**config.mk**
```make
export PLATFORM = sky130hd
export DESIGN_NAME = line_buffer
export DESIGN_NICKNAME = d
export VERILOG_FILES = /design/src/scv_video_pkg.sv /design/src/line_buffer.sv
export SDC_FILE = /design/constraint.sdc
export NUM_CORES = 2
export LEC_CHECK = 0
export BUFFER_PORTS_ARGS = -buffer_cell sky130_fd_sc_hd__buf_4
export CAP_MARGIN = 20
export CORE_MARGIN = 1
export CORE_UTILIZATION = 60
export CTS_BUF_LIST = sky130_fd_sc_hd__clkbuf_16
export DETAILED_ROUTE_END_ITERATION = 10
export MAX_ROUTING_LAYER = met4
export PLACE_DENSITY = 0.78
export SYNTH_ARGS = -nofsm -noshare
export SYNTH_HDL_FRONTEND = slang
export SYNTH_SLANG_ARGS = --single-unit
```
**constraint.sdc**
```tcl
create_clock -name CLK -period 3.5 [get_ports CLK]
set_input_delay 0.35 -clock CLK [delete_from_list [all_inputs] [get_ports CLK]]
set_output_delay 0.35 -clock CLK [all_outputs]
set_load 0.02 [all_outputs]
```
**src/scv_video_pkg.sv**
```systemverilog
// Shared raster geometry, bus records and pixel types; the geometry assumes one pixel per CLK
`default_nettype none

package scv_video_pkg;

  //////////////////////////////////////////////////
  // Vector types

  typedef logic [8:0]  raster_t;     // Row or column number
  typedef logic [3:0]  color_idx_t;  // Palette index
  typedef logic [23:0] rgb_t;        // {R, G, B}
  typedef logic [8:0]  bgm_addr_t;   // Byte address into BGM
  typedef logic [4:0]  tile_t;       // 32 tiles of 8 pixels
  typedef logic [31:0] px_word_t;    // 8 pixels, leftmost in the low nibble

  //////////////////////////////////////////////////
  // Measured raster geometry

  localparam raster_t num_cols = 9'd260;
  localparam raster_t num_rows = 9'd263;

  // Render window, 208 x 232 including overscan
  localparam raster_t first_row_render = 9'd16;
  localparam raster_t last_row_render  = 9'd247;
  localparam raster_t first_col_render = 9'd23;
  localparam raster_t last_col_render  = 9'd230;

  // Visible window, 204 x 230, hides the ragged render edges
  localparam raster_t first_row_visible = 9'd18;
  localparam raster_t last_row_visible  = 9'd247;
  localparam raster_t first_col_visible = 9'd24;
  localparam raster_t last_col_visible  = 9'd227;

  localparam raster_t first_col_hsync = 9'd240;
  localparam raster_t last_col_hsync  = 9'd259;
  localparam raster_t first_row_vsync = 9'd257;
  localparam raster_t last_row_vsync  = 9'd259;

  // Column count minus this gives the line buffer column
  localparam raster_t fetch_col_offset = 9'd6;

  //////////////////////////////////////////////////
  // Bus and control records

  typedef struct packed {
    logic        cyc;
    logic        stb;
    logic        we;
    logic [10:0] adr;
    logic [7:0]  dat;
  } wb_req_t;

  typedef struct packed {
    logic       ack;
    logic [7:0] dat;
  } wb_rsp_t;

  typedef struct packed {
    logic       bm_ena;    // Bitmap enable
    logic       bm_lores;  // 1 = low resolution
    color_idx_t bg_color;
    color_idx_t fg_color;  // High resolution only
  } ctrl_t;

  typedef enum logic [1:0] {
    IDLE,
    FETCH,
    DONE
  } fetch_st_t;

endpackage

`default_nettype wire

```
**src/line_buffer.sv**
```systemverilog
// Two 32-word halves; writer and reader must select different halves in any one cycle
`default_nettype none
`timescale 1ns/1ps

module line_buffer (
  input  logic                    CLK,
  input  logic                    we,
  input  logic                    wsel,
  input  scv_video_pkg::tile_t    wtile,
  input  scv_video_pkg::px_word_t wdata,
  input  logic                    rsel,
  input  scv_video_pkg::tile_t    rtile,
  output scv_video_pkg::px_word_t rdata
);
  import scv_video_pkg::*;

  px_word_t rd_q [2];
  logic     rsel_q;

  // One simple dual-port memory per half
  for (genvar g = 0; g < 2; g++) begin : g_half
    px_word_t mem [32];

    always_ff @(posedge CLK) begin
      if (we && (wsel == 1'(g))) begin
        mem[wtile] <= wdata;
      end
      rd_q[g] <= mem[rtile];
    end
  end

  always_ff @(posedge CLK) begin
    rsel_q <= rsel;
  end

  assign rdata = rsel_q ? rd_q[1] : rd_q[0];

endmodule

`default_nettype wire

```
==> out/metrics.cfg <==
[status]
status=complete, no violations

[layout]
multi_input_area_um2=16400
drive_gt1_share_pct=35.0
final_common_cell=edfxtp_1
fillCellCount=7379
areaGrowthSynthToFinish_pct=13.3
regArea_um2=62800
fin_nets=3508
final_cell_mix=edfxtp_1 (2048), mux4_2 (593), clkbuf_16 (197)

[synthesis]
syn_avg_cell_area_um2=24.9
ys_ff_latch=2113
ys_warn_count=0
syn_inst=3195
yosysUniqueCellTypes=30
synthesis.area_um2=79600
synth_seq_area_share_pct=78.9
synth_nets=3241

[power]
clkPwrFrac_pct=39.6
vdd_drop_max_v=0.000677
p_switching_mw=10.7
combPwrFrac_pct=5.1
intPower_mw=40.3
p_leak_nw=28.2
power_density_nw_per_um2=566
switching_share_pct=21.1
pwr-share-seq_pct=55.3

[clock_tree]
clock-sinks=2113
clk-insertion-delay-late_ps=820
post_cts_buffers=0
cts-buffers-inserted=190
clockBufferDepth=3
cts.clk_slew.worst_paths_ps=70
ctsRootBufferMaster=clkbuf_16
htree_levels=4
cts_tree=done

[place]
post-dp-hpwl_mm=108
gp_congestion=0.867
io_buffers=77
place_ws_ps=707

[floorplanning]
die_h_um=366
core_um2=131000
ioPinCount=78
die_x_um=366
start_util_pct=60.5
die_area_um2=134000
rows=133

[worst_setup_path]
cp.required_ps=3150
r2r-start=g_half[1].mem[7][4]$_DFFE_PP_
crit_chain=buf_12 > mux2_2 > buf_4
reg2regPathDepth=3
crit_slowest_cell=dfxtp_2
crit_type=flip-flop to output port
startpoint=rsel_q$_DFF_P_
cp_max_fo=17
endpoint=rdata[4]
rr_endpoint=rd_q[0][36]$_DFF_P_
rrSetupSlack_ps=1560
crit_arrival_ps=2780
worstSetupEndpointType=output port
max_stage_delay_ps=920
cp-start-kind=flip-flop

[route]
drt_iter0_markers=5988
routed_wl_mm=212
drc=0
dr.pass1.iters=6
drtAntennaViolNets=0
viasPerCell=7.09
wl_per_cell_um=39.4
vias=38200

[timing]
rsz0062_at_grt=false
maxSlewHeadroom_pct=27.6
finClkSkew_ps=21.4
setup_ws_ps=373
min_period_ps=3130
whs_ps=58.2
finalMaxSlewViolations=0
totalNegativeSetupSlack_ps=0
finalSetupViolations=0
tightest_slew_ps=1080
finalHoldViolations=0
timing.final.crit_share_pct=89.3
max_freq_mhz=320

[global_route]
track_usage_pct=33.1
first_global_vias=38900
grt_overflow=0
grt_max_degree=73
antenna_found_initial=27
grt_pass1_wl_mm=294

[min_path]
hp-class=primary input to flip-flop

[job]
max_cap_viol_count=0

critical path: cells and delay by family (launching register included):
kind / cells / cell delay [ps]
muxes: 1 / 470
buffers and inverters: 2 / 530
DFF: 1 / 920
power groups by stage:
stage          logic (mW)  registers, mW  clock network [mW]
2_1_floorplan        1.49           28.6                   0
6_report             2.62           28.2                20.2
3_3_place_gp         2.46           28.7                   0
3_5_place_dp         2.56           28.7                   0
5_1_grt              2.72           28.2                21.1
4_1_cts              2.61           28.2                20.3
routing by layer:
metal | routed length [um] | global-route usage [%] | up-vias
li1 | - | - | 14400
met1 | 69300 | 42.3 | 20100
met2 | 104000 | 51.3 | 3176
met3 | 28900 | 7.70 | 606
met4 | 10100 | 14.9 | 0
met5 | 0 | - | -
layout make-up:
cell class	instances	area share (%)
Antenna cell	20	0.0555
Clock buffer	197	5.47
Clock inverter	152	1.16
Inverter	1	0.00416
Multi-Input combinational cell	913	18.2
Sequential cell	2113	69.7
Tap cell	1755	2.44
Timing Repair Buffer	243	2.98
repair_timing:
item | 4_1_cts | 5_1_grt
hold buffers | 1 | 0
resized for setup | 0 | 0
endpoints found under the hold margin | 1 | 0
worst min path at each step:
stage,startpoint,end,slack [ps],depth (start not counted)
final,rtile[1],rd_q[0][6]$_DFF_P_,60,2
after global routing,rtile[1],rd_q[0][6]$_DFF_P_,80,2
after CTS,wdata[20],g_half[0].mem[19][20]$_DFFE_PP_,20,1
after detailed placement,rsel,rsel_q$_DFF_P_,460,1
after global placement,rsel,rsel_q$_DFF_P_,460,1
after floorplan,rsel,rsel_q$_DFF_P_,380,0
cell usage after synthesis:
cell type	n	area (um2)
clkinv_1	1	3.75
mux4_2	593	13400
buf_6	4	45.0
mux2_2	109	1230
clkbuf_1	60	225
buf_1	23	86.3
nand3b_1	3	22.5
a22oi_1	3	22.5
edfxtp_1	2048	61500
nor2_1	72	270
a211oi_1	3	22.5
and2_1	5	31.3
o211ai_1	3	22.5
o22ai_1	13	81.3
nand4_1	1	6.26
o21ai_0	11	55.1
o2bb2ai_1	4	35.0
nand2b_1	2	12.5
mux2i_1	47	470
buf_4	24	180
buf_2	57	285
o221ai_1	4	35.0
nor2b_1	7	43.8
a221oi_1	17	149
or3b_2	2	17.5
nand2_1	5	18.8
o31a_1	3	26.3
nand3_1	5	25.0
or3_1	1	6.26
dfxtp_1	65	1300
sequential cells by signal (all words and copies together) (netlist names):
signal	flops
g_half.mem	2048
rd_q	64
rsel_q	1
kinds of logic (layout without fill, tap and decap cells):
family                 count (synthesis)  in the layout  share of synthesized area, %
AO/OA/AOI/OAI                         61             61                         0.564
buffers and inverters                169            593                          1.04
flip-flops                          2113           2113                          78.9
multiplexers                         749            749                          18.9
other                                  0             20                             0
AND/OR/NAND/NOR                      103            103                         0.571
per-stage QoR:
| step | std cells | instance area (um2) | total power, mW | utilization, % |
|---|---|---|---|---|
| after floorplan | 3195 | 79600 | 30.1 | - |
| after global placement | 5024 | 84100 | 31.1 | 64.0 |
| after global routing | 5390 | 90100 | 52.0 | 68.6 |
| after detailed placement | 5024 | 84100 | 31.3 | 64.0 |
| final | 5394 | 90200 | 51.0 | 68.6 |
| after CTS | 5374 | 90100 | 51.1 | 68.5 |
No activity file was read; power rests on OpenSTA's default activity.
