[src/scv_video_pkg.sv]
// Shared raster geometry, bus records and pixel types; the geometry assumes one pixel per CLK
`default_nettype none

package scv_video_pkg;

  //////////////////////////////////////////////////
  // Vector types

  typedef logic [8:0]  raster_t;     // Row or column number
  typedef logic [3:0]  color_idx_t;  // Palette index
  typedef logic [23:0] rgb_t;        // {R, G, B}
  typedef logic [8:0]  bgm_addr_t;   // Byte address into BGM
  typedef logic [4:0]  tile_t;       // 32 tiles of 8 pixels
  typedef logic [31:0] px_word_t;    // 8 pixels, leftmost in the low nibble

  //////////////////////////////////////////////////
  // Measured raster geometry

  localparam raster_t num_cols = 9'd260;
  localparam raster_t num_rows = 9'd263;

  // Render window, 208 x 232 including overscan
  localparam raster_t first_row_render = 9'd16;
  localparam raster_t last_row_render  = 9'd247;
  localparam raster_t first_col_render = 9'd23;
  localparam raster_t last_col_render  = 9'd230;

  // Visible window, 204 x 230, hides the ragged render edges
  localparam raster_t first_row_visible = 9'd18;
  localparam raster_t last_row_visible  = 9'd247;
  localparam raster_t first_col_visible = 9'd24;
  localparam raster_t last_col_visible  = 9'd227;

  localparam raster_t first_col_hsync = 9'd240;
  localparam raster_t last_col_hsync  = 9'd259;
  localparam raster_t first_row_vsync = 9'd257;
  localparam raster_t last_row_vsync  = 9'd259;

  // Column count minus this gives the line buffer column
  localparam raster_t fetch_col_offset = 9'd6;

  //////////////////////////////////////////////////
  // Bus and control records

  typedef struct packed {
    logic        cyc;
    logic        stb;
    logic        we;
    logic [10:0] adr;
    logic [7:0]  dat;
  } wb_req_t;

  typedef struct packed {
    logic       ack;
    logic [7:0] dat;
  } wb_rsp_t;

  typedef struct packed {
    logic       bm_ena;    // Bitmap enable
    logic       bm_lores;  // 1 = low resolution
    color_idx_t bg_color;
    color_idx_t fg_color;  // High resolution only
  } ctrl_t;

  typedef enum logic [1:0] {
    IDLE,
    FETCH,
    DONE
  } fetch_st_t;

endpackage

`default_nettype wire

[src/pixel_out.sv]
// RGB palette only; expects de_in and visible one cycle after the counters, gives RGB at three
`default_nettype none
`timescale 1ns/1ps

module pixel_out (
  input  logic                    CLK,
  input  logic                    arst_n,
  input  scv_video_pkg::raster_t  row,
  input  scv_video_pkg::raster_t  col,
  input  logic                    de_in,
  input  logic                    visible,
  output logic                    lb_rsel,
  output scv_video_pkg::tile_t    lb_rtile,
  input  scv_video_pkg::px_word_t lb_rdata,
  output scv_video_pkg::rgb_t     rgb,
  output logic                    de
);
  import scv_video_pkg::*;

  raster_t    lb_col;
  logic [2:0] px_sel_q;
  color_idx_t px_idx;
  color_idx_t idx_q;
  logic       de_q;
  rgb_t       pal;

  //////////////////////////////////////////////////
  // Line buffer read

  assign lb_col   = col - fetch_col_offset;
  assign lb_rtile = lb_col[7:3];
  assign lb_rsel  = row[0];

  always_ff @(posedge CLK) begin
    px_sel_q <= lb_col[2:0];
  end

  // Black outside the visible window
  assign px_idx = visible ? lb_rdata[px_sel_q*4 +: 4] : 4'd1;

  always_ff @(posedge CLK) begin
    idx_q <= px_idx;
    rgb   <= pal;
  end

  always_ff @(posedge CLK or negedge arst_n) begin
    if (!arst_n) begin
      de_q <= 1'b0;
      de   <= 1'b0;
    end else begin
      de_q <= de_in;
      de   <= de_q;
    end
  end

  //////////////////////////////////////////////////
  // Palette

  always_comb begin
    case (idx_q)
      4'd0:  pal = {8'd0,   8'd0,   8'd160};
      4'd1:  pal = {8'd0,   8'd0,   8'd0};
      4'd2:  pal = {8'd0,   8'd0,   8'd245};
      4'd3:  pal = {8'd160, 8'd0,   8'd235};
      4'd4:  pal = {8'd0,   8'd245, 8'd0};
      4'd5:  pal = {8'd150, 8'd235, 8'd150};
      4'd6:  pal = {8'd0,   8'd235, 8'd235};
      4'd7:  pal = {8'd0,   8'd160, 8'd0};
      4'd8:  pal = {8'd245, 8'd0,   8'd0};
      4'd9:  pal = {8'd235, 8'd160, 8'd0};
      4'd10: pal = {8'd235, 8'd0,   8'd235};
      4'd11: pal = {8'd235, 8'd150, 8'd150};
      4'd12: pal = {8'd235, 8'd235, 8'd0};
      4'd13: pal = {8'd160, 8'd160, 8'd0};
      4'd14: pal = {8'd150, 8'd150, 8'd150};
      default: pal = {8'd225, 8'd225, 8'd225};
    endcase
  end

endmodule

`default_nettype wire

[config.mk]
export PLATFORM = sky130hd
export DESIGN_NAME = pixel_out
export DESIGN_NICKNAME = d
export VERILOG_FILES = /design/src/scv_video_pkg.sv /design/src/pixel_out.sv
export SDC_FILE = /design/constraint.sdc
export NUM_CORES = 1
export LEC_CHECK = 0
export BUFFER_PORTS_ARGS = -buffer_cell sky130_fd_sc_hd__buf_2
export CAP_MARGIN = 0
export CORE_MARGIN = 2
export CORE_UTILIZATION = 44
export CTS_BUF_LIST = sky130_fd_sc_hd__clkbuf_4 sky130_fd_sc_hd__clkbuf_8
export CTS_CLUSTER_DIAMETER = 200
export DETAILED_ROUTE_END_ITERATION = 12
export PLACE_DENSITY = 0.87
export SETUP_SLACK_MARGIN = 0.4
export SYNTH_ARGS = -nofsm -noshare
export SYNTH_HDL_FRONTEND = slang
export SYNTH_SLANG_ARGS = --single-unit
[constraint.sdc]
create_clock -name CLK -period 1.8 [get_ports CLK]
set_clock_uncertainty 0.2 [all_clocks]
set_input_delay 0.36 -clock CLK [delete_from_list [all_inputs] [get_ports CLK]]
set_output_delay 0.36 -clock CLK [all_outputs]
set_load 0.02 [all_outputs]
==> results.txt <==
Primary FF master, synth = dfxtp_1
Pleak = 1.04 nW
Setup slack after layout = -0.0448 ns
Die Width = 60.3 um
Most frequent cells in the layout = buf_2, buf_6, buf_4, dfxtp_1, mux2i_1
Final-report max-slew violation count = 0
Least-Margin Pin Slew = 0.317 ns
Fmax = 0.542 GHz
Failing checks = negative setup slack
FF+latch area = 578 um^2
First-pass GRT wire length = 4920 um
TNS Setup = -0.0877 ns
Antenna violations before repair = 0
Fraction of layout cells with a size suffix above 1 = 68.4%
Num CTS Buffers = 3
Htree depth = 1
Synth Instances = 137
Synth Area per Inst = 10.2 um^2
Die height = 60.3 um
Die Area = 3640 um^2
Initial Util = 46.1%
Clock-pin slew on the worst setup and hold paths = 0.14 ns
DR vias/cell = 5.08
Tmin final = 1.84 ns
Post-Syn Area = 1400 um^2
Fillcell total = 196
Max Root-Sink Buffers = 2
CTS sink cnt = 27
Final setup violation count = 2
Num ports = 85
Routability cong. = 0.806
Final hold vios = 0
Worst hold path type = input pin to register
Worst skew pair latency = 0.32 ns
Unique cell type count in the Yosys netlist = 29
Async SR Flop Fraction = 7.41%
Commonest non-fill, non-tap cell in the layout = buf_2
P&R area growth vs syn = 62.0%
DRT antenna net count = 0
Worst Path Required = 1.24 ns
DR pass1 iterations = 4
Hpwl dp = 2240 um
Total Wirelength = 3770 um
Setup slack at placement = -0.0787 ns
# rows = 20
Port Buf Inserts = 73
Register area share after synthesis = 39.4%
Yosys Warn Count = 0
Status = finished, violations left
Fin crit share = 102%
Mapped Nets = 199
Max-slew headroom = 78.9%
Number of synthesized flops with an enable pin = 0
CTS tree = done
Maximum number of pins on one net before global-route repair = 16
Critical path capture point type = output pin
DRT iter0 DRCs = 18
PD cells = 765 nW/um^2
Wire length per cell = 14.6 um
Critical path class = input pin to output pin
RSZ-0062 raised after global routing = yes
Crit path DAT = 1.28 ns
Diodes inserted = 0
Core ar. = 3030 um^2
Max Cap Viol = 0
CP Max Fanout = 2
Setup crit start kind = input pin
Total number of vias = 1315
Vias in the first global route = 1230
Multi-input logic area = 875 um^2
Synth Register Bits = 27
Drc violations = 0
GR Util All Layers = 18.3%
Root buf cell = clkbuf_4
Total gr overflow = 0
Final nets = 278
Peak supply drop = 0.000328 V
## final timing paths
kind,end,slack [ns],start,cells past startpoint
setup / recovery,lb_rtile[4],-0.04,col[4],5
min in group asynchronous,de_q$_DFF_PN0_,0.13,arst_n,2
hold / removal,px_sel_q[2]$_DFF_P_,0.05,col[1],2
max in group asynchronous,de$_DFF_PN0_,1.18,arst_n,2
hold reg to reg,de$_DFF_PN0_,0.16,de_q$_DFF_PN0_,0
setup reg to reg,rgb[1]$_DFF_P_,0.31,idx_q[0]$_SDFF_PN1_,3
## power by group
part | total, mW | leakage [nW] | switching [mW] | internal, mW
registers | 0.746 | 0.236 | 0.0606 | 0.685
logic | 0.712 | 0.782 | 0.346 | 0.366
clock network | 0.272 | 0.0184 | 0.170 | 0.102
## critical path: stages
cell,delay (ns)
buf_8,0.09
or3_4,0.39
nor3_2,0.13
xor2_1,0.16
buf_4,0.16
## through the flow
| step | hold WS [ns] | cells | area [um^2] | util [%] | total power, mW |
|---|---|---|---|---|---|
| 2_1_floorplan | -0.136 | 137 | 1440 | - | 1.11 |
| 3_3_place_gp | -0.0537 | 243 | 1780 | 58.9 | 1.25 |
| 3_5_place_dp | -0.0521 | 243 | 1780 | 58.9 | 1.26 |
| 4_1_cts | 0.0632 | 256 | 2010 | 66.3 | 1.59 |
| 5_1_grt | 0.0377 | 259 | 2260 | 74.7 | 1.81 |
| 6_report | 0.0513 | 259 | 2260 | 74.7 | 1.73 |
## cells in the mapped netlist, types with 2 or more instances
| cell type | n | area (um^2) |
|---|---|---|
| xor2_1 | 4 | 35.0 |
| a21oi_1 | 10 | 50.1 |
| dfrtp_1 | 2 | 50.1 |
| dfxtp_1 | 25 | 500 |
| buf_2 | 4 | 20.0 |
| nor2b_1 | 4 | 25.0 |
| inv_1 | 5 | 18.8 |
| nand2_1 | 8 | 30.0 |
| nor2_1 | 10 | 37.5 |
| o21ai_0 | 7 | 35.0 |
| ha_1 | 8 | 100 |
| nor3_1 | 3 | 15.0 |
| buf_4 | 12 | 90.1 |
| mux4_2 | 7 | 158 |
| a31oi_1 | 2 | 12.5 |
| mux2i_1 | 11 | 110 |
| nand3b_1 | 2 | 15.0 |
| buf_6 | 2 | 22.5 |
## timing repair
action	4_1_cts	5_1_grt
buffers inserted	6	3
endpoints found under the setup margin	22	41
pin swaps	5	13
hold endpoints to repair	4	0
resized for setup	41	67
hold buffers	3	0
## final cells by class
type,count,area share [%]
inverters,6,1.38
well taps,44,2.43
multi-input cells,85,38.7
repair buffers,93,30.6
clock buffers,4,1.33
flip-flops and latches,27,25.6
## cell families (layout without fill, tap and decap cells)
logic type                 after synthesis  count (layout)  synth area share, %
xor gates and xnor gates                 5               5                 3.14
AOI/OAI and AO/OA                       23              23                 9.23
adders and majority gates                8               8                 7.17
muxes                                   18              18                 19.2
DFF                                     27              27                 39.4
and+or+nand+nor                         31              31                 10.5
buffers and inverters                   25             103                 11.4
## flip-flops by register name, indices dropped and copies added (netlist names)
name,flops
px_sel_q,3
rgb,18
de_q,1
idx_q,4
de,1
## per-layer routing
| layer | up-vias | routed length, um | part of all wire [%] | global-route usage [%] |
|---|---|---|---|---|
| met5 | - | 0 | 0 | 0 |
| met2 | 68 | 2100 | 56 | 35.1 |
| li1 | 620 | - | - | - |
| met3 | 13 | 222 | 5.9 | 4.26 |
| met4 | 0 | 123 | 3.3 | 9.21 |
| met1 | 614 | 1330 | 35 | 18.1 |
No activity file was read; power rests on OpenSTA's default activity.
