## src/scv_video_pkg.sv

```systemverilog
// Shared raster geometry, bus records and pixel types; the geometry assumes one pixel per CLK
`default_nettype none

package scv_video_pkg;

  //////////////////////////////////////////////////
  // Vector types

  typedef logic [8:0]  raster_t;     // Row or column number
  typedef logic [3:0]  color_idx_t;  // Palette index
  typedef logic [23:0] rgb_t;        // {R, G, B}
  typedef logic [8:0]  bgm_addr_t;   // Byte address into BGM
  typedef logic [4:0]  tile_t;       // 32 tiles of 8 pixels
  typedef logic [31:0] px_word_t;    // 8 pixels, leftmost in the low nibble

  //////////////////////////////////////////////////
  // Measured raster geometry

  localparam raster_t num_cols = 9'd260;
  localparam raster_t num_rows = 9'd263;

  // Render window, 208 x 232 including overscan
  localparam raster_t first_row_render = 9'd16;
  localparam raster_t last_row_render  = 9'd247;
  localparam raster_t first_col_render = 9'd23;
  localparam raster_t last_col_render  = 9'd230;

  // Visible window, 204 x 230, hides the ragged render edges
  localparam raster_t first_row_visible = 9'd18;
  localparam raster_t last_row_visible  = 9'd247;
  localparam raster_t first_col_visible = 9'd24;
  localparam raster_t last_col_visible  = 9'd227;

  localparam raster_t first_col_hsync = 9'd240;
  localparam raster_t last_col_hsync  = 9'd259;
  localparam raster_t first_row_vsync = 9'd257;
  localparam raster_t last_row_vsync  = 9'd259;

  // Column count minus this gives the line buffer column
  localparam raster_t fetch_col_offset = 9'd6;

  //////////////////////////////////////////////////
  // Bus and control records

  typedef struct packed {
    logic        cyc;
    logic        stb;
    logic        we;
    logic [10:0] adr;
    logic [7:0]  dat;
  } wb_req_t;

  typedef struct packed {
    logic       ack;
    logic [7:0] dat;
  } wb_rsp_t;

  typedef struct packed {
    logic       bm_ena;    // Bitmap enable
    logic       bm_lores;  // 1 = low resolution
    color_idx_t bg_color;
    color_idx_t fg_color;  // High resolution only
  } ctrl_t;

  typedef enum logic [1:0] {
    IDLE,
    FETCH,
    DONE
  } fetch_st_t;

endpackage

`default_nettype wire

```

## src/bg_fetch.sv

```systemverilog
// Fetches one line ahead in 34 cycles after line_start; row must hold still during the fetch
`default_nettype none
`timescale 1ns/1ps

module bg_fetch (
  input  logic                     CLK,
  input  logic                     arst_n,
  input  logic                     line_start,
  input  scv_video_pkg::raster_t   row,
  input  scv_video_pkg::ctrl_t     ctrl,
  output scv_video_pkg::bgm_addr_t bgm_raddr,
  input  logic [7:0]               bgm_rdata,
  output logic                     lb_we,
  output logic                     lb_wsel,
  output scv_video_pkg::tile_t     lb_wtile,
  output scv_video_pkg::px_word_t  lb_wdata
);
  import scv_video_pkg::*;

  fetch_st_t  state;
  tile_t      tile_cnt;
  tile_t      rd_tile;     // Tile of the read in flight
  logic       rd_vld;
  raster_t    line_row;    // Bitmap row of the line being fetched
  logic [2:0] hi_pos;
  logic [1:0] hi_bits;
  logic [7:0] hi_mask;
  logic [3:0] lo_nib;
  px_word_t   px_word;

  assign line_row  = row + 9'd1 - first_row_render;
  assign bgm_raddr = {line_row[7:4], tile_cnt};  // 32 bytes per 16-row band

  //////////////////////////////////////////////////
  // Fetch sequencer

  always_ff @(posedge CLK or negedge arst_n) begin
    if (!arst_n) begin
      state    <= IDLE;
      tile_cnt <= '0;
      rd_vld   <= 1'b0;
    end else begin
      rd_vld <= (state == FETCH);
      case (state)
        IDLE: begin
          if (line_start) begin
            state    <= FETCH;
            tile_cnt <= '0;
          end
        end
        FETCH: begin
          tile_cnt <= tile_cnt + 5'd1;
          if (tile_cnt == 5'd31) begin
            state <= DONE;
          end
        end
        default: begin
          // Wait for the last read to drain
          if (!rd_vld) begin
            state <= IDLE;
          end
        end
      endcase
    end
  end

  always_ff @(posedge CLK) begin
    rd_tile <= tile_cnt;
  end

  //////////////////////////////////////////////////
  // Byte to pixel expansion

  assign hi_pos  = {~line_row[3:2], 1'b0};       // Field at 6 - 2 * row[3:2]
  assign hi_bits = bgm_rdata[hi_pos +: 2];
  assign hi_mask = {{4{hi_bits[0]}}, {4{hi_bits[1]}}};  // High bit covers the left half
  assign lo_nib  = line_row[3] ? bgm_rdata[3:0] : bgm_rdata[7:4];

  always_comb begin
    for (int i = 0; i < 8; i++) begin
      if (!ctrl.bm_ena) begin
        px_word[i*4 +: 4] = ctrl.bg_color;
      end else if (ctrl.bm_lores) begin
        px_word[i*4 +: 4] = (lo_nib != 4'd0) ? lo_nib : ctrl.bg_color;  // Zero is transparent
      end else begin
        px_word[i*4 +: 4] = hi_mask[i] ? ctrl.fg_color : ctrl.bg_color;
      end
    end
  end

  //////////////////////////////////////////////////
  // Line buffer write, two cycles after the read

  always_ff @(posedge CLK or negedge arst_n) begin
    if (!arst_n) begin
      lb_we <= 1'b0;
    end else begin
      lb_we <= rd_vld;
    end
  end

  always_ff @(posedge CLK) begin
    lb_wtile <= rd_tile;
    lb_wdata <= px_word;
    lb_wsel  <= ~row[0];                     // Half that the next row reads
  end

endmodule

`default_nettype wire

```

## config.mk

```make
export PLATFORM = sky130hd
export DESIGN_NAME = bg_fetch
export DESIGN_NICKNAME = d
export VERILOG_FILES = /design/src/scv_video_pkg.sv /design/src/bg_fetch.sv
export SDC_FILE = /design/constraint.sdc
export NUM_CORES = 1
export LEC_CHECK = 0
export ABC_AREA = 1
export BUFFER_PORTS_ARGS = -buffer_cell sky130_fd_sc_hd__buf_2
export CAP_MARGIN = 10
export CORE_MARGIN = 5
export CORE_UTILIZATION = 37
export DETAILED_ROUTE_END_ITERATION = 10
export PLACE_DENSITY = 0.71
export SYNTH_ARGS = -nofsm -noshare
export SYNTH_HDL_FRONTEND = slang
export SYNTH_SLANG_ARGS = --single-unit
```

## constraint.sdc

```tcl
create_clock -name CLK -period 2.25 [get_ports CLK]
set_input_delay 0.225 -clock CLK [delete_from_list [all_inputs] [get_ports CLK]]
set_output_delay 0.225 -clock CLK [all_outputs]
set_load 0.02 [all_outputs]
```

==> run_results.csv <==
group,metric,value,unit
run_status,status,"finished clean",
synth,ys_types,26,
clocking,clkTransAtPathRegs,0.09,ns
placement,io_buffers,76,
sta,setup_viol,0,
final_layout,fin_util,44.6,%
power_and_ir_drop,vdd_drop_max,0.526,mV
clocking,cts_buffers,3,
floorplan,die_area,5880,um^2
synth,yosys.area.top_type_share,23.1,%
final_layout,layout_common_cells,"buf_2, nand2_1, inv_1",
critical_path,cp.required,2.03,ns
clocking,numClockSinks,28,
synth,syn-num-nets,240,
drt,wl_per_cell,10.6,um
job,max_cap_violations,0,
sta,slew_viol_final,0,
final_layout,antenna_cells,0,
power_and_ir_drop,p_clk_share,14.9,%
synth,syn_area_per_cell,7.90,um^2
sta,rsz0062_at_grt,"no",
final_layout,nFillCells,448,
critical_path,worst_ep_arrival_time,1.27,ns
drt,ant_nets,0,
sta,clock_skew,0.00600,ns
min_path,hp-class,"in -> reg",
drt,top_layer,"met4",
critical_path,critPathMaxFanout,6,
sta,totalNegativeSetupSlack,0,ns
sta,slew_headroom,70.0,%
clocking,clk_path_buf_depth,2,
critical_path,critPathKind,"in -> out",
global_route,grt_pass1_vias,1276,
power_and_ir_drop,p_leak,1.09,nW
synth,seq_area_frac_synth,36.8,%
sta,worst_pin_slew,0.448,ns
clocking,cts_tree,"yes",
final_layout,area_delta_synth_final,17.2,%
synth,yosys_warnings,0,
final_layout,final_common_cell,"buf_2",
power_and_ir_drop,powerDensity,907,nW/um^2
floorplan,coreArea,4320,um^2
placement,place.gp.congestion,0.855,
drt,vias,1415,
synth,synthCells,208,
global_route,grt_pass1_wl,5660,um
floorplan,die_w,76.7,um
synth,ys_seq_elements,28,
synth,synthesis.area,1640,um^2
drt,routed-wl-met3,319,um
global_route,gr-total-overflow,0,
synth,yosysTopAreaCell,"dfxtp_1",
final_layout,fin_area,1930,um^2
global_route,grt_max_degree,16,
placement,place.detailed.hpwl,2800,um
floorplan,row_count,24,
final_layout,multi_input_area,733,um^2
placement,placed_area,1870,um^2
floorplan,io_pins,78,
power_and_ir_drop,seq_power_share,43.2,%
clocking,clk_latency,0.26,ns
synth,synthTopCellsByArea,"dfxtp_1, dfrtp_1, buf_4",
drt,drcViolationCount,0,
drt,finalWirelength,3310,um
sta,fmax,669,MHz
power_and_ir_drop,swShare,40.3,%
drt,viasPerCell,4.54,
sta,fin_crit,1.50,ns
drt,first_pass_iters,4,
final_layout,drive_gt1_share,39.6,%
clocking,clock-root-buffer,"clkbuf_8",
sta,fin_crit_sh,66.5,%
global_route,antenna_found_initial,0,
power_and_ir_drop,combPwrFrac,41.9,%
final_layout,layout.nets,293,
floorplan,die_h,76.7,um
drt,drt_iter0_markers,67,
power_and_ir_drop,power_switching,0.000704,W
final_layout,regArea,606,um^2
drt,wl_met1,1330,um
sta,hold_viol_final,0,
critical_path,cp-end-kind,"output pin",
power_and_ir_drop,power.total,0.00175,W
clocking,htree_levels,1,
critical_path,crit_path_start_kind,"input pin",
power_and_ir_drop,p_int,0.00104,W
global_route,grtUsageTotal,11.4,%
floorplan,initial_core_util,38.0,%
drt,wl_met2,1620,um
[worst paths after layout]
path	startpoint	endpoint	slack, ns	cells past startpoint
hold / removal	row[0]	lb_wsel	0.16	2
max in group asynchronous	arst_n	tile_cnt[3]	1.74	2
setup reg to reg	state[1]	tile_cnt[4]	0.81	5
hold reg to reg	rd_tile[4]	lb_wtile[4]	0.33	0
setup / recovery	row[0]	bgm_raddr[8]	0.75	8
min in group asynchronous	arst_n	rd_vld	0.33	2
[cells by family (layout without fill, tap and decap cells)]
kind of cell,after synthesis,after routing,synth area share (%)
AOI/OAI and AO/OA,16,16,7.38
xor gates and xnor gates,4,4,2.13
adders and majority gates,2,2,1.52
buffers and inverters,52,104,18.6
DFF,28,28,36.8
and+or+nand+nor,106,106,33.6
[state kept, by name (all words and copies together), names as in the netlist]
register  flops
rd_tile       5
rd_vld        1
lb_wsel       1
tile_cnt      5
lb_wtile      5
lb_wdata      8
lb_we         1
state         2
[cells in the mapped netlist]
cell type and number:
xor2_1 3, inv_2 2, nand2_2 10, buf_4 29
nand3_1 18, clkinv_2 1, dfxtp_1 19, nand2_4 3
dfrtp_1 9, o21ai_4 2, nand3_2 1, nand3b_1 4
xnor2_1 1, ha_1 2, a22o_1 2, nand2_1 55
o21ai_0 3, o22ai_1 1, inv_1 20, nor2_4 2
nand2_8 2, nor2_1 9, nor3_1 1, nand3_4 1
o211ai_1 4, a21oi_1 4
[per-stage QoR]
stage | hold WS (ns) | cells | worst slack (ns)
after floorplan | -0.0706 | 208 | 0.845
after global placement | 0.0816 | 307 | 0.749
after detailed placement | 0.0893 | 307 | 0.735
after CTS | 0.152 | 312 | 0.735
after global routing | 0.161 | 312 | 0.646
final | 0.160 | 312 | 0.755
[what timing repair did]
action | 4_1_cts | 5_1_grt
hold buffers | 1 | 0
buffers inserted | 0 | 0
gates resized for setup | 0 | 0
endpoints found under the setup margin | 0 | 0
hold endpoints to repair | 9 | 0
[critical path: stages]
cell and delay (ns):
buf_2 0.13, nand2_2 0.09, clkinv_2 0.07, nand2_4 0.11, nand2_1 0.12, nor3_1 0.19, xor2_1 0.15, buf_2 0.18
[power groups by stage]
stage | registers (W) | clock network, W | logic [W]
finish | 0.000754 | 0.000261 | 0.000733
global route | 0.000785 | 0.000295 | 0.000810
global placement | 0.000762 | 0 | 0.000729
detailed placement | 0.000770 | 0 | 0.000736
CTS | 0.000760 | 0.000276 | 0.000742
floorplan | 0.000896 | 0 | 0.000420
[final cells by class]
cell class / instances / area share, %
Clock buffer: 4 / 2.34
Inverter: 23 / 4.55
Multi-Input combinational cell: 128 / 38.1
Sequential cell: 28 / 31.4
Tap cell: 52 / 3.38
Timing Repair Buffer: 77 / 20.3
[metal layers]
| metal | up-vias | track usage (%) |
|---|---|---|
| met3 | 4 | 4.92 |
| met4 | 0 | 2.62 |
| li1 | 733 | - |
| met5 | - | 0 |
| met1 | 624 | 12.5 |
| met2 | 54 | 20.0 |
Power figures use the tool's default switching activity.
