===== config.mk =====
export PLATFORM = sky130hd
export DESIGN_NAME = video_timing
export DESIGN_NICKNAME = d
export VERILOG_FILES = /design/src/scv_video_pkg.sv /design/src/video_timing.sv
export SDC_FILE = /design/constraint.sdc
export NUM_CORES = 1
export LEC_CHECK = 0
export BUFFER_PORTS_ARGS = -buffer_cell sky130_fd_sc_hd__buf_2
export CORE_MARGIN = 2
export CORE_UTILIZATION = 50
export CTS_BUF_LIST = sky130_fd_sc_hd__clkbuf_4
export CTS_CLUSTER_DIAMETER = 120
export DETAILED_ROUTE_END_ITERATION = 6
export PLACE_DENSITY = 0.73
export SLEW_MARGIN = 20
export SYNTH_ARGS = -nofsm -noshare
export SYNTH_HDL_FRONTEND = slang
export SYNTH_SLANG_ARGS = --single-unit

===== constraint.sdc =====
create_clock -name CLK -period 2.2 [get_ports CLK]
set_input_delay 0.33 -clock CLK [delete_from_list [all_inputs] [get_ports CLK]]
set_output_delay 0.33 -clock CLK [all_outputs]
set_load 0.005 [all_outputs]

===== src/scv_video_pkg.sv =====
// Shared raster geometry, bus records and pixel types; the geometry assumes one pixel per CLK
`default_nettype none

package scv_video_pkg;

  //////////////////////////////////////////////////
  // Vector types

  typedef logic [8:0]  raster_t;     // Row or column number
  typedef logic [3:0]  color_idx_t;  // Palette index
  typedef logic [23:0] rgb_t;        // {R, G, B}
  typedef logic [8:0]  bgm_addr_t;   // Byte address into BGM
  typedef logic [4:0]  tile_t;       // 32 tiles of 8 pixels
  typedef logic [31:0] px_word_t;    // 8 pixels, leftmost in the low nibble

  //////////////////////////////////////////////////
  // Measured raster geometry

  localparam raster_t num_cols = 9'd260;
  localparam raster_t num_rows = 9'd263;

  // Render window, 208 x 232 including overscan
  localparam raster_t first_row_render = 9'd16;
  localparam raster_t last_row_render  = 9'd247;
  localparam raster_t first_col_render = 9'd23;
  localparam raster_t last_col_render  = 9'd230;

  // Visible window, 204 x 230, hides the ragged render edges
  localparam raster_t first_row_visible = 9'd18;
  localparam raster_t last_row_visible  = 9'd247;
  localparam raster_t first_col_visible = 9'd24;
  localparam raster_t last_col_visible  = 9'd227;

  localparam raster_t first_col_hsync = 9'd240;
  localparam raster_t last_col_hsync  = 9'd259;
  localparam raster_t first_row_vsync = 9'd257;
  localparam raster_t last_row_vsync  = 9'd259;

  // Column count minus this gives the line buffer column
  localparam raster_t fetch_col_offset = 9'd6;

  //////////////////////////////////////////////////
  // Bus and control records

  typedef struct packed {
    logic        cyc;
    logic        stb;
    logic        we;
    logic [10:0] adr;
    logic [7:0]  dat;
  } wb_req_t;

  typedef struct packed {
    logic       ack;
    logic [7:0] dat;
  } wb_rsp_t;

  typedef struct packed {
    logic       bm_ena;    // Bitmap enable
    logic       bm_lores;  // 1 = low resolution
    color_idx_t bg_color;
    color_idx_t fg_color;  // High resolution only
  } ctrl_t;

  typedef enum logic [1:0] {
    IDLE,
    FETCH,
    DONE
  } fetch_st_t;

endpackage

`default_nettype wire


===== src/video_timing.sv =====
// Free-running 260x263 raster; HS/VS/VBL leave 3 cycles after their count, DE/visible after 1
`default_nettype none
`timescale 1ns/1ps

module video_timing (
  input  logic                   CLK,
  input  logic                   arst_n,
  output scv_video_pkg::raster_t row,
  output scv_video_pkg::raster_t col,
  output logic                   line_start,
  output logic                   hs,
  output logic                   vs,
  output logic                   vbl,
  output logic                   de,
  output logic                   visible
);
  import scv_video_pkg::*;

  logic       render_row, render_col;
  logic       visible_row, visible_col;
  logic [2:0] sync_p;                        // {hs, vs, vbl} decoded from the counters
  logic [2:0] sync_d1, sync_d2, sync_d3;

  //////////////////////////////////////////////////
  // Raster counters

  always_ff @(posedge CLK or negedge arst_n) begin
    if (!arst_n) begin
      row <= '0;
      col <= '0;
    end else if (col == num_cols - 9'd1) begin
      col <= '0;
      row <= (row == num_rows - 9'd1) ? '0 : row + 9'd1;
    end else begin
      col <= col + 9'd1;
    end
  end

  //////////////////////////////////////////////////
  // Window decode

  assign render_row  = (row >= first_row_render) && (row <= last_row_render);
  assign render_col  = (col >= first_col_render) && (col <= last_col_render);
  assign visible_row = (row >= first_row_visible) && (row <= last_row_visible);
  assign visible_col = (col >= first_col_visible) && (col <= last_col_visible);

  assign sync_p[2] = (col >= first_col_hsync) && (col <= last_col_hsync);
  assign sync_p[1] = (row >= first_row_vsync) && (row <= last_row_vsync);
  assign sync_p[0] = ~render_row;

  // Fetch runs one line ahead, so it starts two rows above the render window
  assign line_start = (col == '0) && (row >= first_row_render - 9'd2) &&
                      (row <= last_row_render);

  always_ff @(posedge CLK or negedge arst_n) begin
    if (!arst_n) begin
      de      <= 1'b0;
      visible <= 1'b0;
      sync_d1 <= '0;
      sync_d2 <= '0;
      sync_d3 <= '0;
    end else begin
      de      <= render_row & render_col;
      visible <= visible_row & visible_col;
      sync_d1 <= sync_p;
      sync_d2 <= sync_d1;                    // Two more stages to match the pixel pipeline
      sync_d3 <= sync_d2;
    end
  end

  assign hs  = sync_d3[2];
  assign vs  = sync_d3[1];
  assign vbl = sync_d3[0];

endmodule

`default_nettype wire

==> results.json, run 1 <==
{
  "fmax_ghz": 0.479,
  "synth_top_area_share": 0.501,
  "worst-r2r-setup-slack_ns": 0.43,
  "cp-end-kind": "output port",
  "cts.sinks": 29,
  "grtUsageMet2": 0.278,
  "relSlewSlack": 0.590,
  "whs_ns": 0.000205,
  "start_kind": "register",
  "grt_antenna_before_repair": 0,
  "areaGrowthSynthToFinish_pct": 13.9,
  "gr-total-overflow": 0,
  "rsz0062_at_grt": "no",
  "die_height_um": 57.8,
  "globalRoute.busiestLayer": "met2",
  "vias": 1117,
  "status": "complete, no violations",
  "instances_no_fill": 196,
  "min_period_ns": 2.09,
  "ys.flop_type": "dfrtp_1",
  "numCtsBuffers": 5,
  "synth.distinct_cells": 37,
  "wl_per_cell_um": 13.7,
  "fin_crit_sh": 0.950,
  "critPathKind": "reg -> out",
  "cp_data_arrival_time_ns": 1.76,
  "slowest_delay_ns": 0.42,
  "grt_util_met3": 0.0692,
  "cp_max_fo": 6,
  "r2r_cells": 4,
  "grt_pass1_wl_mm": 4.51,
  "nFillCells": 243,
  "grt_pass1_vias": 990,
  "post-place-ws_ns": 0.304,
  "avgSynthCellArea_sq_um": 10.6,
  "worstMarginPinSlew_ns": 0.615,
  "cp-endpoint": "line_start",
  "crit_path_cell_trace": "ha_4 -> and4b_1 -> o21bai_1 -> nand2_1 -> a211oi_1 -> buf_2",
  "grtUsageMet1": 0.228,
  "hold_buffers": 0,
  "core_area_sq_um": 2760,
  "startpoint": "row[0]$_DFFE_PN0N_",
  "reg2reg_from": "col[1]$_DFF_PN0_",
  "firstDrtPassIters": 4,
  "synth_area_leader_cell": "dfrtp_1",
  "syn_area_sq_um": 1450,
  "antenna_cells": 0,
  "grt_usage": 0.183,
  "syn-instance-count": 137,
  "setup_slack_ns": 0.110,
  "synth_common_cells": "dfrtp_1 (29), nor2_1 (12), nand2_1 (9), nand3_1 (9)",
  "synth.area.top_cells": "dfrtp_1 (50%), ha_1 (6.0%), xnor2_1 (4.2%)",
  "clk_pin_slew_ns": 0.09,
  "p_leak_nw": 0.834,
  "reg2reg_to": "row[8]$_DFFE_PN0N_",
  "portBuffers": 25,
  "clock_latency_ns": 0.33,
  "drv_cap": 0,
  "nets": 173,
  "async_flop_share": 1.00,
  "worstPathRequired_ns": 1.87,
  "dp.cells": 187,
  "cts_tree": "built",
  "ys_ff_latch": 29,
  "h-tree-depth": 2,
  "tns_ns": 0,
  "synth-seq-area-share": 0.501,
  "gp_congestion": 0.890,
  "hold_violations": 0,
  "syn-num-nets": 146,
  "drtIter0Drc": 37,
  "drive_gt1_frac": 0.248,
  "dieArea_sq_um": 3340,
  "core.rowCount": 19,
  "timing.final.max_slew_violations": 0,
  "powerDensity_nw_per_um2": 512,
  "grt_max_degree": 30,
  "setup_viol": 0,
  "yosysWarnings": 0,
  "totalWireLength_mm": 2.68,
  "pin_count": 26,
  "fin_worst_skew_ns": 0.00925,
  "drc": 0,
  "synth_most_common_cell": "dfrtp_1",
  "total_power_w": 0.000845,
  "root_buffer": "clkbuf_4",
  "drtAntennaViolNets": 0,
  "hold_class": "in -> async",
  "peakVddDrop_uv": 431,
  "hpwl_mm": 1.87,
  "vias_per_cell": 5.70,
  "synth_edf_count": 0,
  "crit_slowest_cell": "dfrtp_2",
  "die_x_um": 57.8,
  "clockBufferDepth": 2,
  "initial_utilization": 0.525
}
-- power by group --
group	total (W)	switching (W)	internal [W]	leakage [nW]
clock	0.000302	0.000187	0.000115	0.0300
sequential	0.000533	0	0.000533	0.373
combinational	0.0000101	0.00000946	0.000000636	0.431
total	0.000845	0.000197	0.000648	0.834
-- placed cells by master (no fill, tap or decap), drive strengths merged, types with 2 or more instances in the layout --
cell / Yosys / routed
clkinv: 0 / 3
o31ai: 2 / 2
nor4: 5 / 5
nor2: 12 / 12
and2: 2 / 2
inv: 6 / 6
dfrtp: 29 / 29
o21ai: 7 / 7
nand2: 9 / 9
a21oi: 3 / 3
nand3: 9 / 9
nor3: 6 / 6
and4b: 2 / 2
clkbuf: 4 / 5
nand4: 4 / 4
xnor2: 7 / 7
and3: 2 / 2
xor2: 4 / 4
buf: 4 / 28
ha: 7 / 7
-- timing repair --
action,in CTS,in global routing
setup buffers,0,1
cloned,0,0
resized for setup,2,1
endpoints found under the setup margin,1,1
-- state kept, by name, summed over array words and instances (netlist names) --
name,cells
de,1
col,9
sync_d1,3
sync_d3,3
sync_d2,3
visible,1
row,9
-- cell type report --
| cell class | count | area, sq um | share of cell area |
|---|---|---|---|
| multi-input combinational | 94 | 664 | 0.403 |
| clock buffer | 5 | 37.5 | 0.0227 |
| timing repair buffer | 28 | 148 | 0.0895 |
| inverter | 6 | 22.5 | 0.0136 |
| sequential | 29 | 727 | 0.440 |
| clock inverter | 3 | 12.5 | 0.00758 |
| tap | 31 | 38.8 | 0.0235 |
-- critical path, delay by kind of cell, from the launching register on --
kind,cells,cell delay (ns)
AOI/OAI and AO/OA,2,0.36
adders and majority gates,1,0.17
buffers and inverters,1,0.16
DFF,1,0.42
and+or+nand+nor,2,0.32
-- per-layer routing --
layer / share of wire / vias up
met2: 0.48 / 34
met4: 0.020 / 0
li1: - / 532
met5: 0 / -
met3: 0.065 / 7
met1: 0.44 / 544
-- worst min path at each step --
stage | from | slack [ns] | cells after the start | to
floorplan | arst_n | 0.03 | 0 | col[0]$_DFF_PN0_
global placement | sync_d1[2]$_DFF_PN0_ | 0.33 | 0 | sync_d2[2]$_DFF_PN0_
detailed placement | sync_d2[2]$_DFF_PN0_ | 0.34 | 0 | sync_d3[2]$_DFF_PN0_
CTS | arst_n | 0.01 | 1 | sync_d1[0]$_DFF_PN0_
global route | arst_n | 0.04 | 1 | sync_d1[0]$_DFF_PN0_
finish | arst_n | 0.0002 | 1 | sync_d1[0]$_DFF_PN0_
-- stage by stage --
step           cell area (sq um)  utilization
6_report                    1650        0.598
3_5_place_dp                1580        0.573
2_1_floorplan               1450            -
3_3_place_gp                1580        0.573
5_1_grt                     1650        0.598
4_1_cts                     1630        0.592
-- logic make-up (layout without fill, tap and decap cells) --
group / Yosys count / count (layout) / synth area share
flops: 29 / 29 / 0.501
mux: 1 / 1 / 0.00777
xor+xnor: 11 / 11 / 0.0665
buf+inv: 14 / 42 / 0.0492
fa+ha+maj: 7 / 7 / 0.0604
compound gates: 20 / 20 / 0.0881
simple gates: 55 / 55 / 0.227
No activity file was read; power rests on OpenSTA's default activity.
==> run 2: changes to the inputs <==
--- a/config.mk
+++ b/config.mk
@@ -11,7 +11,7 @@
 export CTS_BUF_LIST = sky130_fd_sc_hd__clkbuf_4
 export CTS_CLUSTER_DIAMETER = 120
 export DETAILED_ROUTE_END_ITERATION = 6
-export PLACE_DENSITY = 0.73
+export PLACE_DENSITY = 0.83
 export SLEW_MARGIN = 20
 export SYNTH_ARGS = -nofsm -noshare
 export SYNTH_HDL_FRONTEND = slang
==> run 2 against run 1 <==
  * Register-to-register slack worse by 0.09 ns
  * Global-route usage up 1.7 points
  * Setup slack worse by 0.070 ns
  * Combinational power up 5%
  * Sequential power about the same
  * First-iteration DRC count down 8.1%
  * Cell count unchanged
  * Highest routed layer unchanged
==> results.json, run 2 (same netlist as run 1, synthesis figures left out) <==
{
  "drive_gt1_frac": 0.255,
  "status": "complete, no violations",
  "drtAntennaViolNets": 0,
  "p_leak_nw": 0.834,
  "hold_buffers": 0,
  "pin_count": 26,
  "reg.largest.list": "col: 9 flops, row: 9 flops",
  "wl_met2_mm": 1.47,
  "nets": 173,
  "areaGrowthSynthToFinish_pct": 14.2,
  "root_buffer": "clkbuf_4",
  "share_comb_of_total_power": 0.013,
  "setup_slack_ns": 0.0407,
  "critPathKind": "reg -> out",
  "grt_antenna_before_repair": 0,
  "startpoint": "row[0]$_DFFE_PN0N_",
  "drv_cap": 0,
  "p_clk_frac": 0.356,
  "fmax_ghz": 0.463,
  "relSlewSlack": 0.568,
  "total_power_w": 0.000844,
  "gp_congestion": 0.928,
  "cp_max_fo": 7,
  "wl_per_cell_um": 15.1,
  "die_height_um": 57.8,
  "grt_max_degree": 30,
  "reg2reg_from": "col[1]$_DFF_PN0_",
  "cts.sinks": 29,
  "core.rowCount": 19,
  "hold_class": "in -> async",
  "vias": 1114,
  "min_period_ns": 2.16,
  "hpwl_mm": 2.00,
  "cts_tree": "built",
  "whs_ns": 0.0116,
  "clock_latency_ns": 0.33,
  "grt_pass1_vias": 1078,
  "firstDrtPassIters": 4,
  "top_layer_used": "met4",
  "worstMarginPinSlew_ns": 0.648,
  "p_sw_frac": 0.232,
  "dieArea_sq_um": 3340,
  "cp-endpoint": "line_start",
  "totalWireLength_mm": 2.96,
  "worstPathRequired_ns": 1.87,
  "r2r_cells": 4,
  "initial_utilization": 0.525,
  "start_kind": "register",
  "h-tree-depth": 2,
  "cp-end-kind": "output port",
  "clk_pin_slew_ns": 0.10,
  "met3_length_um": 154,
  "cp_data_arrival_time_ns": 1.83,
  "wl_met1_mm": 1.27,
  "drtIter0Drc": 34,
  "portBuffers": 25,
  "final_common_cell": "dfrtp_1",
  "reg2reg_to": "row[8]$_DFFE_PN0N_",
  "timing.final.max_slew_violations": 0,
  "peakVddDrop_uv": 376,
  "hold_violations": 0,
  "numCtsBuffers": 5,
  "layout_common_cells": "dfrtp_1 (28), buf_2 (25), nor2_1 (12)",
  "internal-power_w": 0.000648,
  "antenna_cells": 0,
  "postLayoutCoreUtil": 0.600,
  "drc": 0,
  "grt_usage": 0.200,
  "p_sw_w": 0.000196,
  "core_area_sq_um": 2760,
  "powerDensity_nw_per_um2": 510,
  "fin_worst_skew_ns": 0.0133,
  "die_x_um": 57.8,
  "grt_pass1_wl_mm": 5.00,
  "worst-r2r-setup-slack_ns": 0.34,
  "clockBufferDepth": 2,
  "fin_crit_sh": 0.981,
  "nFillCells": 230,
  "gr-total-overflow": 0,
  "post-place-ws_ns": 0.200,
  "vias_per_cell": 5.68,
  "setup_viol": 0,
  "tns_ns": 0,
  "pwr-share-seq": 0.631
}
-- run 2: cell types whose count changed in the layout (fill, tap and decap cells not counted) --
cell	delta
a211oi_1	-1
a211oi_2	+1
-- run 2: critical path: stages (launching register included) --
cell      delay [ns]
dfrtp_2         0.44
buf_4           0.17
and4b_1         0.22
o21bai_1        0.20
nand2_1         0.14
a211oi_2        0.19
buf_2           0.15
-- run 2: final cells by class --
class / count / area (sq um) / share of cell area
well taps: 31 / 38.8 / 0.0234
flip-flops and latches: 29 / 727 / 0.439
repair buffers: 28 / 148 / 0.0892
clock inverters: 3 / 12.5 / 0.00756
clock buffers: 5 / 37.5 / 0.0227
multi-input cells: 94 / 669 / 0.404
inverters: 6 / 22.5 / 0.0136
-- run 2: per-stage QoR --
| step | cells | instance area, sq um |
|---|---|---|
| floorplan | 137 | 1450 |
| global placement | 187 | 1580 |
| detailed placement | 187 | 1580 |
| CTS | 196 | 1640 |
| global route | 196 | 1660 |
| finish | 196 | 1660 |
-- run 2: what timing repair did --
| action | CTS | global route |
|---|---|---|
| pin swaps | 0 | 1 |
| gates resized for setup | 2 | 2 |
| setup buffers | 1 | 0 |
| endpoints found under the setup margin | 1 | 1 |
-- run 2: power groups by stage --
stage	sequential [W]	combinational (W)	clock [W]
floorplan	0.000543	0.000000000325	0
global placement	0.000543	0.0000111	0
detailed placement	0.000543	0.0000115	0
CTS	0.000533	0.0000114	0.000306
global route	0.000533	0.0000129	0.000335
finish	0.000533	0.0000106	0.000301
-- run 2: how the worst min path moves through the flow --
stage / start / endpoint / slack, ns / cells past startpoint
finish: arst_n / row[2]$_DFFE_PN0N_ / 0.01 / 1
global route: arst_n / row[2]$_DFFE_PN0N_ / 0.05 / 1
CTS: arst_n / row[2]$_DFFE_PN0N_ / 0.03 / 1
detailed placement: sync_d2[1]$_DFF_PN0_ / sync_d3[1]$_DFF_PN0_ / 0.34 / 0
global placement: sync_d2[0]$_DFF_PN0_ / sync_d3[0]$_DFF_PN0_ / 0.33 / 0
floorplan: arst_n / col[0]$_DFF_PN0_ / 0.03 / 0
-- run 2: layer usage --
metal | vias to the layer above | GRT usage
met1 | 538 | 0.254
met4 | 0 | 0.116
met5 | - | 0
met3 | 5 | 0.0446
met2 | 36 | 0.315
li1 | 535 | -
